$ cat src/hdl/rv_wb_params.svh
`ifndef RV_WB_PARAMS_SVH
`define RV_WB_PARAMS_SVH

// integer data path width
`define RV_XLEN 64

// register file addressing
`define RV_REG_ADDR_W 5
`define RV_REG_COUNT 32

// store offset immediate
`define RV_IMM_W 32

`endif

$ cat src/hdl/rv_wb_pkg.sv
`include "rv_wb_params.svh"

package rv_wb_pkg;

    typedef enum logic [1:0] {
        op_nop       = 2'd0,
        op_reg_write = 2'd1,
        op_store     = 2'd2,
        op_ebreak    = 2'd3
    } wb_op_e;

    typedef enum logic {
        src_alu = 1'b0,
        src_mem = 1'b1
    } wb_src_e;

    typedef enum logic [1:0] {
        ext_full   = 2'd0, // jalr, ld, add
        ext_word_s = 2'd1, // lw, addw
        ext_word_u = 2'd2, // lwu
        ext_half_s = 2'd3  // lh
    } wb_ext_e;

    typedef struct packed {
        wb_op_e                    op;
        wb_src_e                   src;
        wb_ext_e                   ext;
        logic [`RV_REG_ADDR_W-1:0] rd;
        logic [`RV_REG_ADDR_W-1:0] rs_base; // store base register
        logic [`RV_IMM_W-1:0]      imm;
        logic [`RV_XLEN/8-1:0]     strb;
        logic [`RV_XLEN-1:0]       alu_res;
        logic [`RV_XLEN-1:0]       mem_res;
        logic [`RV_XLEN-1:0]       pc;
    } wb_req_t;

    typedef struct packed {
        logic [`RV_XLEN-1:0] addr;
        logic                valid;
    } axil_aw_t;

    typedef struct packed {
        logic [`RV_XLEN-1:0]   data;
        logic [`RV_XLEN/8-1:0] strb;
        logic                  valid;
    } axil_w_t;

    typedef struct packed {
        logic [1:0] resp;
        logic       valid;
    } axil_b_t;

endpackage

$ cat src/hdl/wb_extend.sv
`timescale 1ns/1ps
`include "rv_wb_params.svh"

module wb_extend (
    input  rv_wb_pkg::wb_src_e   src,
    input  rv_wb_pkg::wb_ext_e   ext,
    input  logic [`RV_XLEN-1:0]  alu_res,
    input  logic [`RV_XLEN-1:0]  mem_res,
    output logic [`RV_XLEN-1:0]  result
);

    logic [`RV_XLEN-1:0] sel; // chosen source before extension

    always_comb begin
        if (src == rv_wb_pkg::src_mem) begin
            sel = mem_res;
        end else begin
            sel = alu_res;
        end
    end

    always_comb begin
        case (ext)
            rv_wb_pkg::ext_full: begin
                result = sel;
            end
            rv_wb_pkg::ext_word_s: begin
                result = {{(`RV_XLEN-32){sel[31]}}, sel[31:0]};
            end
            rv_wb_pkg::ext_word_u: begin
                result = {{(`RV_XLEN-32){1'b0}}, sel[31:0]};
            end
            rv_wb_pkg::ext_half_s: begin
                result = {{(`RV_XLEN-16){sel[15]}}, sel[15:0]};
            end
            default: begin
                result = sel;
            end
        endcase
    end

endmodule

$ cat config.mk
export PLATFORM = sky130hd
export DESIGN_NAME = wb_extend
export DESIGN_NICKNAME = d
export VERILOG_FILES = /design/src/hdl/rv_wb_pkg.sv /design/src/hdl/wb_extend.sv
export VERILOG_INCLUDE_DIRS = /design/src /design/src/hdl
export SDC_FILE = /design/constraint.sdc
export NUM_CORES = 1
export LEC_CHECK = 0
export BUFFER_PORTS_ARGS = -buffer_cell sky130_fd_sc_hd__buf_2
export CAP_MARGIN = 25
export CORE_AREA = 2 2 76 78
export DETAILED_ROUTE_END_ITERATION = 8
export DIE_AREA = 0 0 78 80
export PLACE_DENSITY = 0.71
export SYNTH_ARGS = -nofsm -noshare
export SYNTH_HDL_FRONTEND = slang
export SYNTH_SLANG_ARGS = --single-unit
$ cat constraint.sdc
create_clock -name vclk -period 1.3
set_clock_uncertainty 0.2 [all_clocks]
set_input_delay 0.065 -clock vclk [all_inputs]
set_output_delay 0.065 -clock vclk [all_outputs]
set_load 0.1 [all_outputs]
==> results.sh, run 1 <==
export IMPL_cp_slowest_stage_delay_ns=0.31
export IMPL_firstDrtPassIters=4
export IMPL_synth_compound_area_share_pct=26.9
export IMPL_crit_type="primary input to output pin"
export IMPL_grt_total_usage_pct=20.5
export IMPL_synth_top_family_by_area="multiplexers"
export IMPL_final_common_cell="buf_2"
export IMPL_hold_viol=0
export IMPL_viasPerCell=4.67
export IMPL_tightest_slew_ns=0.427
export IMPL_io_pins=195
export IMPL_synth_mux_area_share_pct=61.0
export IMPL_antenna_found_initial=2
export IMPL_num_clock_buffers=0
export IMPL_die_w_um=78
export IMPL_fin_area_um2=3980
export IMPL_synth_area_leaders="mux2i_1 (43%), o21ai_0 (17%), mux2_2 (17%)"
export IMPL_grt_pass1_wl_um=10400
export IMPL_hold_class="primary input to output pin"
export IMPL_yosysSeqAreaShare_pct=0
export IMPL_routed_wl_um=6820
export IMPL_fin_crit_sh_pct=120
export IMPL_gp_congestion=0.744
export IMPL_synth_cells=134
export IMPL_critical_path_most_common_cell="buf_12"
export IMPL_worstHoldPathCells=3
export IMPL_overflow=0
export IMPL_port_buffer_count=195
export IMPL_wl_per_cell_um=16.5
export IMPL_synth_area_per_cell_um2=8.14
export IMPL_grt_max_degree=21
export IMPL_cp_required_ns=1.03
export IMPL_critPathCaptureType="output pin"
export IMPL_relSlewSlack_pct=71.5
export IMPL_final_setup_worst_slack_ns=-0.261
export IMPL_fmax_ghz=0.641
export IMPL_timing_hold_ws_ns=0.336
export IMPL_tns_ns=-11.89
export IMPL_syn_to_final_growth_pct=265
export IMPL_dieArea_um2=6240
export IMPL_synth_area_um2=1090
export IMPL_synth_top_area_share_pct=43.1
export IMPL_layoutNonFillerInstCount=413
export IMPL_ir_drop_mv=0.529
export IMPL_yosysTopAreaCell="mux2i_1"
export IMPL_dp_final_hpwl_um=5620
export IMPL_synth_xor_area_share_pct=0
export IMPL_drtIter0Drc=16
export IMPL_final_antenna_net_count=0
export IMPL_p_leak_nw=1.88
export IMPL_cpMaxStageDelayCell="mux2_4"
export IMPL_mostFrequentLayoutCells="buf_2 (130), buf_12 (73), o21ai_4 (45), mux2i_1 (40), mux2_2 (16)"
export IMPL_critPathArrivalTime_ns=1.30
export IMPL_final_min_clock_period_ns=1.56
export IMPL_core_area_um2=5410
export IMPL_nFlopsAndLatches=0
export IMPL_rows=27
export IMPL_setup_viol=63
export IMPL_power_total_mw=3.40
export IMPL_rsz0062_at_grt="yes"
export IMPL_drc=0
export IMPL_vias=1928
export IMPL_regArea_um2=0
export IMPL_placed_cells=404
export IMPL_synthAdderAreaFrac_pct=0
export IMPL_synth_fp_nets=265
export IMPL_crit_path_cell_trace="buf_8 -> mux2_4 -> a22oi_4 -> buf_12 -> buf_12 -> o21ai_2 -> buf_12"
export IMPL_final_util_pct=73.7
export IMPL_yosys_area_share_simple_pct=2.98
export IMPL_maxCapViolations=0
export IMPL_dpl_cell_area_um2=3720
export IMPL_hold_end="result[13]"
export IMPL_slew_viol_final=0
export IMPL_nets=472
export IMPL_die_h_um=80
export IMPL_start_util_pct=20.2
export IMPL_hold_buffers=0
export IMPL_powerDensity_nw_per_um2=853
export IMPL_violations="setup timing"
export IMPL_start_kind="primary input"
export IMPL_ys_warn_count=0
export IMPL_critPathMaxFanout=11
export IMPL_status="finished with violations"
export IMPL_drive_above_1_share_pct=87.3
export IMPL_grt_pass1_vias=2175
export IMPL_hp_start="mem_res[13]"
export IMPL_ys_types=16
export IMPL_pre_cts_ws_ns=-0.269
worst max-delay path, delay by kind of cell:
kind / cells / cell delay [ns]
buf+inv: 4 / 0.59
compound gates: 2 / 0.33
mux: 1 / 0.31
cells in the mapped netlist:
| library cell | count |
|---|---|
| a22oi_4 | 1 |
| nor2b_1 | 1 |
| buf_2 | 7 |
| or2_2 | 1 |
| o21ai_1 | 1 |
| buf_1 | 1 |
| mux2_4 | 1 |
| mux2i_1 | 47 |
| o21ai_2 | 10 |
| nand2_1 | 2 |
| o21ai_0 | 36 |
| clkbuf_1 | 4 |
| mux2_2 | 16 |
| buf_6 | 4 |
| and2_1 | 1 |
| nand2b_1 | 1 |
power breakdown:
part	internal (mW)	switching [mW]	total [mW]
Combinational	1.30	2.10	3.40
Sequential	0	0	0
Clock	0.000000207	0	0.000000207
per-layer routing:
metal	share of wire (%)	up-vias	GRT usage (%)	wire (µm)
met5	0	-	0	0
met4	1.6	0	4.91	108
met3	7.8	8	4.64	532
met2	56	105	42.3	3840
met1	34	894	20.5	2340
li1	-	921	-	-
kinds of logic after synthesis:
logic type      Yosys count
compound gates           48
mux                      64
buf+inv                  16
simple gates              6
final cells by class:
| cell class | count | area, µm² |
|---|---|---|
| fill | 375 | 1420 |
| multi-input combinational | 118 | 1550 |
| antenna | 2 | 5.00 |
| tap | 72 | 90.1 |
| timing repair buffer | 221 | 2340 |
worst max-delay path by stage:
stage | from | end | slack (ns) | depth (start not counted)
2_1_floorplan | src | result[32] | -0.38 | 5
3_3_place_gp | src | result[32] | -0.24 | 6
3_5_place_dp | src | result[32] | -0.27 | 6
4_1_cts | src | result[37] | -0.25 | 7
5_1_grt | src | result[37] | -0.30 | 7
6_report | src | result[37] | -0.26 | 7
what timing repair did:
action | 4_1_cts | 5_1_grt
gates resized for setup | 21 | 3
cloned | 3 | 0
buffers inserted | 4 | 0
endpoints found under the setup margin | 63 | 64
Note: power is estimated with default switching activity, not from simulation.
==> run 2, diff against run 1 <==
--- a/config.mk
+++ b/config.mk
@@ -11,7 +11,7 @@
 export CORE_AREA = 2 2 76 78
 export DETAILED_ROUTE_END_ITERATION = 8
 export DIE_AREA = 0 0 78 80
-export PLACE_DENSITY = 0.71
+export PLACE_DENSITY = 0.66
 export SYNTH_ARGS = -nofsm -noshare
 export SYNTH_HDL_FRONTEND = slang
 export SYNTH_SLANG_ARGS = --single-unit
==> run 2 against run 1 <==
  * The flow still finishes with violations (setup timing)
  * Critical path depth did not move
  * Flip-flop and latch count did not move
  * Cell area rose by 3.6%
  * Die area did not move
  * Setup slack improved by 0.029 ns
  * Final cell count rose by 1.5%
  * Count of clock-buffer cells in the layout did not move
  * Core utilization rose by 2.6 points
  * Critical endpoint is now result[62]
  * Largest cell class unchanged
==> results.sh, run 2 (synthesized netlist as in run 1, its figures left out) <==
export IMPL_status="finished with violations"
export IMPL_violations="setup timing"
export IMPL_met2_length_um=4000
export IMPL_tightest_slew_ns=0.357
export IMPL_hold_end="result[14]"
export IMPL_critPathMaxFanout=5
export IMPL_wl_met3_um=512
export IMPL_gp_congestion=0.683
export IMPL_overflow=0
export IMPL_vias=1922
export IMPL_viasPerCell=4.59
export IMPL_regArea_um2=0
export IMPL_grt_max_degree=24
export IMPL_slew_viol_final=0
export IMPL_setup_viol=61
export IMPL_grt_total_usage_pct=20.0
export IMPL_top_layer="met3"
export IMPL_wl_met1_um=2320
export IMPL_fill_cells=364
export IMPL_start_kind="primary input"
export IMPL_crit_path_cell_trace="buf_8 -> mux2_4 -> a22oi_4 -> buf_12 -> clkbuf_16 -> o21ai_4 -> buf_12"
export IMPL_worstHoldPathCells=3
export IMPL_die_h_um=80
export IMPL_hold_viol=0
export IMPL_die_w_um=78
export IMPL_ir_drop_mv=0.605
export IMPL_dieArea_um2=6240
export IMPL_wl_per_cell_um=16.3
export IMPL_cp_required_ns=1.03
export IMPL_port_buffer_count=195
export IMPL_nFlopsAndLatches=0
export IMPL_antenna_cells=0
export IMPL_final_min_clock_period_ns=1.53
export IMPL_critical_path_most_common_cell="buf_12"
export IMPL_drtIter0Drc=30
export IMPL_fmax_ghz=0.653
export IMPL_crit_type="primary input to output pin"
export IMPL_antenna_found_initial=0
export IMPL_multi_input_area_um2=1570
export IMPL_rsz0062_at_grt="yes"
export IMPL_syn_to_final_growth_pct=278
export IMPL_nets=480
export IMPL_p_leak_nw=1.95
export IMPL_critPathArrivalTime_ns=1.27
export IMPL_drive_above_1_share_pct=88.5
export IMPL_core_area_um2=5410
export IMPL_drc=0
export IMPL_critPathCaptureType="output pin"
export IMPL_cp_slowest_stage_delay_ns=0.31
export IMPL_crit_buf_inv=4
export IMPL_num_clock_buffers=0
export IMPL_powerDensity_nw_per_um2=837
export IMPL_relSlewSlack_pct=75.5
export IMPL_grt_pass1_vias=2135
export IMPL_maxCapViolations=0
export IMPL_rows=27
export IMPL_start_util_pct=20.2
export IMPL_fin_crit_sh_pct=118
export IMPL_final_common_cell="buf_2"
export IMPL_hp_start="mem_res[14]"
export IMPL_firstDrtPassIters=3
export IMPL_io_pins=195
export IMPL_critPathTopFamily="buffers and inverters"
export IMPL_fin_area_um2=4120
export IMPL_dp_final_hpwl_um=5360
export IMPL_routed_wl_um=6830
export IMPL_tns_ns=-9.95
export IMPL_hold_class="primary input to output pin"
export IMPL_dpl_cell_area_um2=3720
export IMPL_mostFrequentLayoutCells="buf_2 (130), buf_12 (75), o21ai_4 (45), mux2i_1 (39), mux2_2 (15)"
export IMPL_final_antenna_net_count=0
export IMPL_final_setup_worst_slack_ns=-0.232
export IMPL_cpMaxStageDelayCell="mux2_4"
export IMPL_grt_pass1_wl_um=10300
[run 2: cell count changes in the layout (fill, tap and decap cells not counted), moves of 2 or more]
cell / delta
buf_12: +2
buf_16: -3
buf_6: +3
clkbuf_16: +3
diode_2: -2
[run 2: report_power, final]
group	total, mW	switching (mW)	internal [mW]
sequential	0	0	0
combinational	3.45	2.11	1.34
clock	0	0	0
total	3.45	2.11	1.34
[run 2: what timing repair did]
action	CTS	global route
hold endpoints to repair	0	0
gates cloned	4	3
hold buffers	0	0
endpoints found under the setup margin	63	63
setup buffers	5	5
resized for setup	21	23
pin swaps	1	1
[run 2: layout make-up]
type	count	area share (%)
Multi-Input combinational cell	118	38.2
Timing Repair Buffer	229	59.6
Tap cell	72	2.18
[run 2: stage by stage]
| step | hold WS, ns | power (mW) | utilization (%) | cells | setup slack (ns) |
|---|---|---|---|---|---|
| 6_report | 0.335 | 3.45 | 76.3 | 419 | -0.232 |
| 5_1_grt | 0.342 | 3.55 | 76.3 | 419 | -0.256 |
| 4_1_cts | 0.336 | 3.42 | 73.9 | 415 | -0.267 |
| 3_5_place_dp | 0.336 | 3.27 | 68.8 | 406 | -0.297 |
| 3_3_place_gp | 0.332 | 3.23 | 68.8 | 406 | -0.273 |
| 2_1_floorplan | 0.275 | 2.05 | - | 134 | -0.376 |
[run 2: routing by layer]
metal  track usage [%]  up-vias
met1              21.5      886
met3              3.39        0
li1                  -      937
met5                 0        -
met4                 0        0
met2              42.3       99
[run 2: worst max-delay path by stage]
stage / from / end / slack (ns) / cells past startpoint
2_1_floorplan: src / result[32] / -0.38 / 5
3_3_place_gp: src / result[37] / -0.27 / 6
3_5_place_dp: src / result[37] / -0.30 / 6
4_1_cts: src / result[59] / -0.27 / 8
5_1_grt: src / result[51] / -0.26 / 7
6_report: src / result[62] / -0.23 / 7
==> run 3, diff against run 2 <==
--- a/config.mk
+++ b/config.mk
@@ -8,10 +8,13 @@
 export LEC_CHECK = 0
 export BUFFER_PORTS_ARGS = -buffer_cell sky130_fd_sc_hd__buf_2
 export CAP_MARGIN = 25
-export CORE_AREA = 2 2 76 78
+export CELL_PAD_IN_SITES_DETAIL_PLACEMENT = 0
+export CELL_PAD_IN_SITES_GLOBAL_PLACEMENT = 1
+export CORE_MARGIN = 1.5
+export CORE_UTILIZATION = 14
 export DETAILED_ROUTE_END_ITERATION = 8
-export DIE_AREA = 0 0 78 80
-export PLACE_DENSITY = 0.66
+export PLACE_DENSITY_LB_ADDON = 0.1
+export RECOVER_POWER = 50
 export SYNTH_ARGS = -nofsm -noshare
 export SYNTH_HDL_FRONTEND = slang
 export SYNTH_SLANG_ARGS = --single-unit
==> run 3 against run 2 <==
  * Critical path depth is the same
  * Die area increased by 34%
  * Fmax about the same
  * Largest cell class unchanged
  * Flip-flop and latch count unchanged
  * Cell area fell by 2.3%
  * Global-route usage fell by 5.3 points
  * Core utilization fell by 24 points
  * Combinational power shrank 2%
  * Count of clock-buffer cells in the layout unchanged
  * Worst hold slack barely moved
  * Power fell by 1.9%
  * The run still ends with setup timing left
==> results.sh, run 3 (synthesized netlist as in run 1, its figures left out) <==
export IMPL_drtIter0Drc=8
export IMPL_cp_required_ns=1.03
export IMPL_die_w_um=91.3
export IMPL_relSlewSlack_pct=78.5
export IMPL_startpoint="src"
export IMPL_firstDrtPassIters=2
export IMPL_critPathArrivalTime_ns=1.27
export IMPL_start_util_pct=14.3
export IMPL_status="finished with violations"
export IMPL_syn_to_final_growth_pct=269
export IMPL_critPathMaxFanout=8
export IMPL_rows=32
export IMPL_final_common_cell="buf_2"
export IMPL_die_h_um=91.3
export IMPL_tns_ns=-8.12
export IMPL_hp_start="mem_res[1]"
export IMPL_slew_viol_final=0
export IMPL_grt_pass1_vias=2022
export IMPL_crit_type="primary input to output pin"
export IMPL_dp_final_hpwl_um=5350
export IMPL_io_pins=195
export IMPL_overflow=0
export IMPL_violations="setup timing"
export IMPL_mostFrequentLayoutCells="buf_2 (130), buf_12 (72), o21ai_4 (42), mux2i_1 (37), mux2_2 (14)"
export IMPL_ir_drop_mv=0.474
export IMPL_powerDensity_nw_per_um2=841
export IMPL_critPathCaptureType="output pin"
export IMPL_fmax_ghz=0.653
export IMPL_layoutNonFillerInstCount=440
export IMPL_grt_max_degree=23
export IMPL_routed_wl_um=6680
export IMPL_antenna_found_initial=0
export IMPL_setup_viol=60
export IMPL_power_total_mw=3.39
export IMPL_p_leak_nw=1.88
export IMPL_grt_total_usage_pct=14.7
export IMPL_hold_class="primary input to output pin"
export IMPL_num_clock_buffers=0
export IMPL_final_setup_worst_slack_ns=-0.232
export IMPL_start_kind="primary input"
export IMPL_viasPerCell=4.30
export IMPL_antenna_cells=0
export IMPL_drc=0
export IMPL_nFlopsAndLatches=0
export IMPL_rsz0062_at_grt="yes"
export IMPL_placed_cells=430
export IMPL_gp_congestion=0.703
export IMPL_nets=471
export IMPL_grt_pass1_wl_um=9950
export IMPL_tightest_slew_ns=0.314
export IMPL_core_area_um2=7650
export IMPL_port_buffer_count=195
export IMPL_wl_per_cell_um=15.2
export IMPL_fill_cells=671
export IMPL_hold_viol=0
export IMPL_fin_crit_sh_pct=118
export IMPL_drive_above_1_share_pct=87.9
export IMPL_regArea_um2=0
export IMPL_maxCapViolations=0
export IMPL_final_min_clock_period_ns=1.53
export IMPL_dieArea_um2=8330
export IMPL_final_antenna_net_count=0
export IMPL_vias=1892
-- run 3: timing repair --
| item | CTS | global route |
|---|---|---|
| setup endpoints to repair | 60 | 60 |
| pin swaps | 1 | 1 |
| gates resized for setup | 19 | 15 |
| buffers inserted | 4 | 1 |
| hold buffers | 0 | 0 |
| cloned | 5 | 2 |
-- run 3: layout make-up --
cell class                 count  area [µm²]  share of cell area, %
tap                          102         128                   3.17
multi-input combinational    118        1550                   38.5
timing repair buffer         220        2350                   58.4
-- run 3: worst paths after layout --
kind / to / cells past startpoint / slack [ns]
setup / recovery: result[63] / 7 / -0.23
hold / removal: result[1] / 3 / 0.34
-- run 3: where the power goes --
part | switching (mW) | leakage [nW] | internal, mW
combinational | 2.09 | 1.88 | 1.30
sequential | 0 | 0 | 0
clock | 0 | 0 | 0
total | 2.09 | 1.88 | 1.30
-- run 3: critical path: stages --
cell	delay, ns
buf_8	0.10
mux2_4	0.31
a22oi_4	0.21
buf_6	0.16
buf_12	0.16
o21ai_4	0.08
buf_12	0.17
-- run 3: through the flow --
stage          area [µm²]  setup WS, ns  hold WS [ns]  utilization [%]
2_1_floorplan        1580        -0.376         0.275                -
3_3_place_gp         3720        -0.240         0.333             48.7
3_5_place_dp         3720        -0.249         0.336             48.7
4_1_cts              3960        -0.250         0.337             51.8
5_1_grt              4030        -0.266         0.346             52.7
6_report             4030        -0.232         0.336             52.7
-- run 3: routing by layer --
layer  GRT usage [%]  wire [µm]  up-vias  part of all wire (%)
li1                -          -      918                     -
met1            16.8       2510      865                    38
met2            28.5       3530      109                    53
met3            4.02        635        0                   9.5
met4               0          0        0                     0
met5               0          0        -                     0
