## src/hdl/rv_wb_params.svh

```systemverilog
`ifndef RV_WB_PARAMS_SVH
`define RV_WB_PARAMS_SVH

// integer data path width
`define RV_XLEN 64

// register file addressing
`define RV_REG_ADDR_W 5
`define RV_REG_COUNT 32

// store offset immediate
`define RV_IMM_W 32

`endif

```

## src/hdl/rv_wb_pkg.sv

```systemverilog
`include "rv_wb_params.svh"

package rv_wb_pkg;

    typedef enum logic [1:0] {
        op_nop       = 2'd0,
        op_reg_write = 2'd1,
        op_store     = 2'd2,
        op_ebreak    = 2'd3
    } wb_op_e;

    typedef enum logic {
        src_alu = 1'b0,
        src_mem = 1'b1
    } wb_src_e;

    typedef enum logic [1:0] {
        ext_full   = 2'd0, // jalr, ld, add
        ext_word_s = 2'd1, // lw, addw
        ext_word_u = 2'd2, // lwu
        ext_half_s = 2'd3  // lh
    } wb_ext_e;

    typedef struct packed {
        wb_op_e                    op;
        wb_src_e                   src;
        wb_ext_e                   ext;
        logic [`RV_REG_ADDR_W-1:0] rd;
        logic [`RV_REG_ADDR_W-1:0] rs_base; // store base register
        logic [`RV_IMM_W-1:0]      imm;
        logic [`RV_XLEN/8-1:0]     strb;
        logic [`RV_XLEN-1:0]       alu_res;
        logic [`RV_XLEN-1:0]       mem_res;
        logic [`RV_XLEN-1:0]       pc;
    } wb_req_t;

    typedef struct packed {
        logic [`RV_XLEN-1:0] addr;
        logic                valid;
    } axil_aw_t;

    typedef struct packed {
        logic [`RV_XLEN-1:0]   data;
        logic [`RV_XLEN/8-1:0] strb;
        logic                  valid;
    } axil_w_t;

    typedef struct packed {
        logic [1:0] resp;
        logic       valid;
    } axil_b_t;

endpackage

```

## src/hdl/wb_stage.sv

```systemverilog
`timescale 1ns/1ps
`include "rv_wb_params.svh"

module wb_stage (
    input  logic                      clk,
    input  logic                      rst_n,
    input  rv_wb_pkg::wb_req_t        req,
    input  logic                      valid,
    output logic                      ready,
    input  logic [`RV_XLEN-1:0]       result,
    input  logic [`RV_XLEN-1:0]       base_data,
    output logic                      rf_we,
    output logic [`RV_REG_ADDR_W-1:0] rf_waddr,
    output logic [`RV_XLEN-1:0]       rf_wdata,
    output logic [`RV_REG_ADDR_W-1:0] base_addr,
    output logic                      st_start,
    output logic [`RV_XLEN-1:0]       st_addr,
    output logic [`RV_XLEN-1:0]       st_data,
    output logic [`RV_XLEN/8-1:0]     st_strb,
    input  logic                      st_busy,
    output logic                      halted,
    output logic [`RV_XLEN-1:0]       retired_pc
);

    logic                accept;
    logic [`RV_XLEN-1:0] imm_sext;

    assign ready  = !halted && !st_busy;
    assign accept = valid && ready;

    // register write path, x0 filtered here
    assign rf_we    = accept && req.op == rv_wb_pkg::op_reg_write && req.rd != '0;
    assign rf_waddr = req.rd;
    assign rf_wdata = result;

    // store address from base register
    assign base_addr = req.rs_base;
    assign imm_sext  = {{(`RV_XLEN-`RV_IMM_W){req.imm[`RV_IMM_W-1]}}, req.imm};
    assign st_start  = accept && req.op == rv_wb_pkg::op_store;
    assign st_addr   = base_data + imm_sext;
    assign st_data   = result;
    assign st_strb   = req.strb;

    always_ff @(posedge clk or negedge rst_n) begin
        if (!rst_n) begin
            halted <= 1'b0;
        end else if (accept && req.op == rv_wb_pkg::op_ebreak) begin
            halted <= 1'b1; // held until reset
        end
    end

    always_ff @(posedge clk or negedge rst_n) begin
        if (!rst_n) begin
            retired_pc <= '0;
        end else if (accept && req.op != rv_wb_pkg::op_nop) begin
            retired_pc <= req.pc;
        end
    end

    // producer may give up after a halt, but never changes a pending request
    a_req_stable: assert property (
        @(posedge clk) disable iff (!rst_n)
        valid && !ready |=> !valid || $stable(req)
    ) else $error("retire request changed while waiting for ready");

endmodule

```

## config.mk

```make
export PLATFORM = sky130hd
export DESIGN_NAME = wb_stage
export DESIGN_NICKNAME = d
export VERILOG_FILES = /design/src/hdl/rv_wb_pkg.sv /design/src/hdl/wb_stage.sv
export VERILOG_INCLUDE_DIRS = /design/src /design/src/hdl
export SDC_FILE = /design/constraint.sdc
export NUM_CORES = 1
export LEC_CHECK = 0
export BUFFER_PORTS_ARGS = -buffer_cell sky130_fd_sc_hd__buf_4
export CAP_MARGIN = 20
export CORE_AREA = 2 2 256 258
export DETAILED_ROUTE_END_ITERATION = 16
export DIE_AREA = 0 0 258 260
export MAX_ROUTING_LAYER = met4
export PLACE_DENSITY = 0.33
export SYNTH_ARGS = -nofsm -noshare
export SYNTH_HDL_FRONTEND = slang
export SYNTH_SLANG_ARGS = --single-unit
```

## constraint.sdc

```tcl
create_clock -name clk -period 5.9 [get_ports clk]
set_input_delay 0.59 -clock clk [delete_from_list [all_inputs] [get_ports clk]]
set_output_delay 0.59 -clock clk [all_outputs]
set_load 0.05 [all_outputs]
```

==> run metrics, run 1 <==
top cells by area, synth dfrtp_1, buf_4, ha_1; area grow syn2layout 34.51%; prevailing post-synth register cell dfrtp_1; Final Cycle Share 77.67%; mux share of post-synthesis cell area 9.933%; worst stage delay on the critical path 0.49 ns; Comb pwr share 64.3%; Longest Clk Path Bufs 2; cell depth of the worst setup path 12; Crit path buffers/inverters 2; detailed placer's ending HPWL 27990 µm; post-synthesis compound-gate area fraction 20.07%; setup TNS 0 ns; Data arrival, critical path 3.99 ns; final setup vio count 0; DIE WIDTH 258 µm; internal power 0.001717 W; met1 Usage GRT 11.13%; DRT iter0 DRCs 241; total power 0.003653 W; CTS root buffer clkbuf_16; Clk pwr share 15.1%; Max Cap Viol 0; CP startpoint req[200]; status completed; Max Slew Vio Count 0; Yosys top cell area share 22.42%; vias per inst 3.559; M2 GR Usage 15.81%; Tightest Pin Transition 0.8924 ns; via count 6613; Core Box Area 0.06412 mm²; Total GRT Usage 9.763%; most used routing layer in global routing met2; num rows 93; CTS Buf Count 9; die area 0.06708 mm²; Post-Synth Adder-Cell Area 11.14%; setup bufs post-CTS 0; Synth area leader dfrtp_1; Fin. Hold Viols 0; worst r2r src halted; distinct cell type count of the synthesized netlist 58; Mean Syn Cell Area 8.536 µm²; die height 260 µm; WL final 32260 µm; Post-synth top cells buf_4, a21oi_1, dfrtp_1; Reg2Reg Setup Slack 3.68 ns; delay-heaviest family, CP compound AO/OA/AOI/OAI gates; share of cells above drive strength 1 39.40%; Startpoint Class input port; Syn Std Cell Area 0.007256 mm²; Critical-path top delay cell a221o_1; Starting Density 11.32%; CP endpoint kind primary output; GP Congestion 0.7544; # IOs 657; Worst Setup Path Type input port to primary output; fin nets 1438; worst-path maximum fanout 4; gr ovfl total 0; Power Density 374.3 mW/mm²; net load switching power 0.001936 W; input/output buffers 307; XOR/XNOR Fraction of Synth Area 7.484%; R2R depth 6; pin count of the biggest net entering global routing 66; Post-Syn Nets 1293; Wirelength per Cell 17.36 µm; Worst-Skew Late Latency 0.35 ns; clock-pin transition on the worst setup and hold timing paths 0.06 ns; fraction of registers with async set/reset 100.0%; most frequent cell after synthesis buf_4; GR Util met3 3.489%; # H-tree levels 3; P_leak 4.339 nW; Net Sw Frac 53.00%; RSZ-0062 raised after global routing no; Post-synth EDFFs 0; simple-gate share of the synthesized area 11.31%; first drt pass iteration count 4; Layout Skew 0.008781 ns; Seq cells post-synth 65; Layout fillers 7314; vias in the first global route 7218; Max VDD drop 0.0002642 V; Antenna Violating Nets Remaining 0; Flop pwr share 20.5%; cells after synthesis 850; initial antenna violation count 3; drt drc 0; Cell Chain, Critical Path buf_4 > ha_1 > fa_1 > a21oi_1 > o211ai_1 > a21oi_1 > or3_1 > and2_1 > o21ai_1 > a221o_1 > xnor2_1 > buf_4; fin crit period 4.582 ns; Hold WC Path Type input port to async pin; Yosys Warn Count 0; first-pass GRT wire length 47170 µm; CTS Hold Bufs 0; CTS resizes 0; CTS tree built; Seq/Total Area, Yosys 22.42%; fmax 218.2 MHz; largest family of logic cells by synthesized area compound AO/OA/AOI/OAI gates; # clock sinks 65; Slew HR 40.50%; critical path data required time 5.31 ns
final timing paths:
check                                  to
min in group clk           retired_pc[20]
hold / removal             retired_pc[53]
setup / recovery              st_addr[36]
hold reg to reg            retired_pc[10]
setup reg to reg            retired_pc[0]
max in group asynchronous  retired_pc[37]
layout by cell type (no fill, tap or decap), types with 3 or more instances in the layout:
master     Yosys  layout
a21oi_1       82      82
mux2_2        64      64
a31oi_1       10      10
and2_1         5       5
ha_1          63      63
nor3_1         8       8
a21o_1        35      35
nor2_1        43      42
nor2b_1        4       4
or3_1          3       3
nand3_1       20      20
and4_1         3       3
nand2b_1       3       3
a211oi_1       5       5
diode_2        0       3
o21bai_1      12      12
inv_1         17      17
a221o_1        4       4
o21a_1         9       9
o21ai_0       41      41
nor4_1         3       3
dfrtp_1       65      65
xor2_1        24      24
clkbuf_16      0       9
o21ai_1        6       6
o211ai_1       4       4
and3_1         7       7
buf_4        146     308
nand2_1       53      53
nand4_1       14      14
xnor2_1       38      38
power groups by stage:
stage          logic [W]  registers [W]  clock network (W)
2_1_floorplan    0.00115        0.00140                  0
3_3_place_gp     0.00238       0.000750                  0
3_5_place_dp     0.00238       0.000752                  0
4_1_cts          0.00238       0.000755           0.000581
5_1_grt          0.00248       0.000776           0.000595
6_report         0.00235       0.000749           0.000553
state kept, by name (all words and copies together), names as in the netlist:
name        cells
halted          1
retired_pc     64
metrics by stage:
step           instance area [µm²]  hold WS (ns)  utilization (%)  cells  worst slack, ns
3_3_place_gp                  9429        0.4923            14.71   1838            1.305
6_report                      9759        0.3427            15.22   1858            1.318
3_5_place_dp                  9449        0.4939            14.74   1839            1.315
5_1_grt                       9759        0.4175            15.22   1858            1.157
2_1_floorplan                 7256        0.2944                -    850            1.938
4_1_cts                       9752        0.3893            15.21   1855            1.276
layer usage:
metal  wire length [µm]  vias up
met1              13410     3036
li1                   -     3199
met2              14920      311
met5                  0        -
met4                885        0
met3               3048       67
cells by family (layout without fill, tap and decap cells):
kind of cell | after synthesis | in the layout
AO/OA/AOI/OAI | 231 | 231
XOR/XNOR | 62 | 62
adder cells (fa/ha/maj) | 64 | 64
buffers and inverters | 192 | 342
flip-flops | 65 | 65
multiplexers | 64 | 64
other | 0 | 3
AND/OR/NAND/NOR | 172 | 172
worst register-to-register path, stage by stage, from the launching register on:
cell and delay [ns]:
dfrtp_1 0.40, nor2_1 0.13, nand2_1 0.13, nor2_4 0.40
buf_12 0.25, buf_4 0.40, mux2_2 0.40
final cells by class:
| class | instances | area (µm²) | share of cell area [%] |
|---|---|---|---|
| clock buffers | 9 | 225.2 | 2.308 |
| clock inverters | 7 | 77.57 | 0.7949 |
| flip-flops and latches | 65 | 1627 | 16.67 |
| inverters | 17 | 63.81 | 0.6538 |
| well taps | 855 | 1070 | 10.96 |
| repair buffers | 309 | 2332 | 23.90 |
| multi-input cells | 593 | 4357 | 44.64 |
| diodes | 3 | 7.507 | 0.07692 |
(Power assumes the default switching activity.)
==> inputs of run 2 (changes only) <==
Settings changed: PLACE_DENSITY 0.33 to 0.34.
Clock period 5.9 ns to 3.9 ns, I/O delays scaled along.
==> run 2 against run 1 <==
Wire length up 0.58%. Via count up 2.0%. Clock-buffer cell count up 4. Clock skew down 0.0053 ns. Worst hold slack worse by 0.17 ns. Flip-flop and latch count unchanged. Largest cell class unchanged. Utilization up 0.40 points. Non-clock buffer count up 28. Setup slack worse by 1.1 ns.
==> run metrics, run 2 (synthesis gave the netlist of run 1 again) <==
Comb pwr share 64.2%; die area 0.06708 mm²; setup TNS 0 ns; net load switching power 0.002912 W; WL final 32450 µm; CP endpoint kind primary output; vias per inst 3.562; delay-heaviest family, CP compound AO/OA/AOI/OAI gates; cell depth of the worst setup path 14; R2R depth 5; DRT iter0 DRCs 197; CTS root buffer clkbuf_16; final setup vio count 0; internal power 0.002685 W; Antenna Violating Nets Remaining 0; Worst-Skew Late Latency 0.34 ns; Fin. Hold Viols 0; pre-CTS setup slack 0.1024 ns; CTS Buf Count 9; post-layout util 15.63%; commonest non-fill, non-tap cell in the layout buf_4; # IOs 657; Most common cell on crit path buf_4; Tightest Pin Transition 0.8799 ns; Max Cap Viol 0; worst-path maximum fanout 4; met1 WL 13080 µm; via count 6746; share of cells above drive strength 1 41.25%; Wirelength per Cell 17.13 µm; critical path data required time 3.51 ns; most frequent cells in the layout buf_4, a21oi_1, dfrtp_1; Final Instance Area 0.01002 mm²; first-pass GRT wire length 46980 µm; multi-input logic area 0.004372 mm²; Max VDD drop 0.0004119 V; Flop pwr share 20.2%; drt drc 0; worst stage delay on the critical path 0.43 ns; metal3 WL 3388 µm; register area 0.001627 mm²; gr ovfl total 0; area grow syn2layout 38.08%; placed cell areas 0.009652 mm²; status completed; Longest Clk Path Bufs 2; Max Slew Vio Count 0; # clock sinks 65; DIE WIDTH 258 µm; Startpoint Class input port; num rows 93; Clk pwr share 15.6%; Net Sw Frac 52.03%; Worst Setup Path Type input port to primary output; Cell Chain, Critical Path buf_4 > ha_1 > fa_1 > a21oi_1 > o211ai_1 > a21oi_1 > buf_4 > o21a_1 > o21ai_2 > a211o_1 > a21o_1 > a31oi_1 > xnor2_1 > buf_4; Largest Register retired_pc; Final Cycle Share 94.60%; Critical-path top delay cell fa_1; input/output buffers 307; Top Metal Used met4; detailed placer's ending HPWL 28310 µm; total power 0.005597 W; Layout fillers 7293; Met2 Routed Length 14960 µm; Hold WC Path Type input port to async pin; Total GRT Usage 9.696%; vias in the first global route 7379; Starting Density 11.32%; fmax 271.1 MHz; P_leak 4.485 nW; fin worst setup slack 0.2107 ns; Crit path buffers/inverters 3; Data arrival, critical path 3.30 ns; clock-pin transition on the worst setup and hold timing paths 0.06 ns; die height 260 µm; first drt pass iteration count 4; pin count of the biggest net entering global routing 66; Core Box Area 0.06412 mm²; Layout Skew 0.003466 ns; CTS Hold Bufs 0; Slew HR 41.34%; GP Congestion 0.7742; Power Density 558.7 mW/mm²; fin nets 1466; Largest regs retired_pc (64), halted (1); # H-tree levels 3; max reg flops 64; CTS tree built; fin crit period 3.689 ns; initial antenna violation count 11
run 2: changes by cell type in the layout (fill, tap and decap cells not counted), sizes merged:
cell and change:
buf +28, inv -1, diode +8, clkinv -3, clkbuf +4
run 2: power by group through the flow:
| stage | registers [W] | clock network, W | logic [W] |
|---|---|---|---|
| after floorplan | 0.00212 | 0 | 0.00174 |
| after global placement | 0.00113 | 0 | 0.00365 |
| after detailed placement | 0.00114 | 0 | 0.00364 |
| after CTS | 0.00114 | 0.000910 | 0.00365 |
| after global routing | 0.00117 | 0.000934 | 0.00380 |
| final | 0.00113 | 0.000874 | 0.00359 |
run 2: timing repair:
item | in CTS | in global routing
setup endpoints to repair | 0 | 5
buffers inserted | 0 | 1
resized for setup | 0 | 3
run 2: metal layers:
metal  up-vias  GRT usage (%)
li1       3257              -
met1      3117          10.62
met2       295          15.67
met3        77          4.045
met4         0          3.645
met5         -              -
run 2: final cells by class:
cell class	count	share of cell area, %
flip-flops and latches	65	16.24
multi-input cells	593	43.64
inverters	17	0.6369
clock inverters	3	0.4621
well taps	855	10.68
clock buffers	13	2.698
diodes	11	0.2748
repair buffers	337	25.38
run 2: stage by stage:
step	instances	hold WS (ns)
after global routing	1894	0.2372
after CTS	1882	0.2044
final	1894	0.1687
after global placement	1866	0.4923
after detailed placement	1866	0.4965
after floorplan	850	0.09441
run 2: path summary, 6_finish.rpt:
kind / endpoint / slack, ns / startpoint
hold / removal: retired_pc[22] / 0.17 / rst_n
hold reg to reg: retired_pc[24] / 0.51 / retired_pc[24]
setup / recovery: st_addr[50] / 0.21 / req[200]
max in group asynchronous: retired_pc[21] / 3.16 / rst_n
min in group clk: retired_pc[53] / 0.27 / req[53]
setup reg to reg: retired_pc[52] / 1.73 / halted
==> inputs of run 3 (changes only) <==
Settings changed: BUFFER_PORTS_ARGS -buffer_cell sky130_fd_sc_hd__buf_4 to -buffer_cell sky130_fd_sc_hd__clkbuf_2.
==> run 3 against run 2 <==
Flip-flop and latch count unchanged. Combinational power fell by 5.8%. Utilization decreased by 0.83 points. Non-clock buffer count is 9 higher. Fmax fell by 1.3%. Setup slack worse by 0.048 ns. Worst hold slack got worse by 0.094 ns. Critical path depth stayed put. Die area did not move. Cell count up 0.58%. Largest power group unchanged.
==> run metrics, run 3 (synthesis gave the netlist of run 1 again) <==
area grow syn2layout 30.73%; input/output buffers 307; Power Density 561.0 mW/mm²; Max VDD drop 0.0004062 V; CTS tree built; max reg flops 64; Fin. Hold Viols 0; Core Box Area 0.06412 mm²; Antenna Violating Nets Remaining 0; RSZ-0062 raised after global routing no; vias per inst 3.585; Clk pwr share 15.5%; Largest regs retired_pc (64), halted (1); GP Congestion 0.7881; CTS Hold Bufs 0; Max Slew Vio Count 0; CTS Buf Count 9; via count 6829; P_leak 4.370 nW; first-pass GRT wire length 46170 µm; Cell Chain, Critical Path clkbuf_2 > ha_1 > fa_1 > a21oi_1 > o211ai_1 > a21oi_1 > buf_4 > or3_1 > a211oi_2 > o31ai_2 > o2111ai_1 > a31oi_1 > xnor2_1 > clkbuf_2; Flop pwr share 21.0%; worst stage delay on the critical path 0.43 ns; pin count of the biggest net entering global routing 44; most frequent cells in the layout clkbuf_2, a21oi_1, dfrtp_1; Hold WC Path Type input port to async pin; Layout Skew 0.01024 ns; critical path data required time 3.51 ns; share of cells above drive strength 1 41.95%; worst-path maximum fanout 4; Slew HR 51.75%; Data arrival, critical path 3.35 ns; Worst-Skew Late Latency 0.35 ns; Starting Density 11.32%; fin nets 1475; internal power 0.002409 W; WL final 31710 µm; setup bufs post-CTS 0; # IOs 657; fin crit period 3.737 ns; fmax 267.6 MHz; num rows 93; total power 0.005321 W; Final Cycle Share 95.82%; Longest Clk Path Bufs 2; delay-heaviest family, CP compound AO/OA/AOI/OAI gates; Critical-path top delay cell fa_1; first drt pass iteration count 5; Net Sw Frac 54.73%; Startpoint Class input port; Largest Register retired_pc; initial antenna violation count 14; # clock sinks 65; setup TNS 0 ns; DRT iter0 DRCs 236; Worst Setup Path Type input port to primary output; die area 0.06708 mm²; detailed placer's ending HPWL 27910 µm; DIE WIDTH 258 µm; clock-pin transition on the worst setup and hold timing paths 0.06 ns; Wirelength per Cell 16.65 µm; Crit path buffers/inverters 3; fin worst setup slack 0.1629 ns; vias in the first global route 7280; Comb pwr share 63.5%; Tightest Pin Transition 0.7220 ns; CTS resizes 0; CTS root buffer clkbuf_16; die height 260 µm; CP endpoint kind primary output; Max Cap Viol 0; net load switching power 0.002913 W; final setup vio count 0; gr ovfl total 0; status completed; commonest non-fill, non-tap cell in the layout clkbuf_2; pre-CTS setup slack 0.06050 ns; # H-tree levels 3; drt drc 0; Total GRT Usage 9.498%
## run 3: changes by cell type in the layout (fill, tap and decap cells not counted), sizes merged
cell	before	now
clkinvlp	1	2
diode	11	13
clkbuf	13	305
clkinv	0	2
buf	337	51
## run 3: power groups by stage
stage               sequential (W)  clock, W  combinational, W
finish                     0.00112  0.000825           0.00338
floorplan                  0.00212         0           0.00174
global route               0.00116  0.000889           0.00357
CTS                        0.00113  0.000861           0.00342
global placement           0.00112         0           0.00343
detailed placement         0.00112         0           0.00342
## run 3: worst paths after layout
kind                               startpoint              to  slack [ns]  depth (start not counted)
worst max-delay path                 req[200]     st_addr[60]        0.16                         14
worst min-delay path                    rst_n  retired_pc[31]        0.07                          1
worst max register to register         halted  retired_pc[53]        1.76                          5
worst min register to register  retired_pc[4]   retired_pc[4]        0.51                          1
max in group asynchronous               rst_n  retired_pc[17]        2.83                          2
min in group clk                      req[60]  retired_pc[60]        0.27                          2
## run 3: per-layer routing
metal | vias to the layer above | wire, µm | track usage, %
met4 | 0 | 1129 | 3.998
met5 | - | 0 | -
met3 | 84 | 3362 | 3.899
met2 | 306 | 14340 | 14.99
li1 | 3296 | - | -
met1 | 3143 | 12880 | 10.57
## run 3: layout make-up
class | count | area (µm²)
antenna | 13 | 32.53
inverter | 17 | 63.81
tap | 855 | 1070
sequential | 65 | 1627
clock buffer | 10 | 229.0
clock inverter | 6 | 67.56
fill | 7344 | 54630
multi-input combinational | 593 | 4380
timing repair buffer | 346 | 2016
## run 3: metrics by stage
step	std cells	instance area [µm²]	util [%]	hold slack [ns]
4_1_cts	1892	9420	14.69	0.08167
3_5_place_dp	1876	9124	14.23	0.4683
3_3_place_gp	1876	9124	14.23	0.4622
6_report	1905	9485	14.79	0.07450
5_1_grt	1905	9485	14.79	0.1151
2_1_floorplan	850	7256	-	0.09441
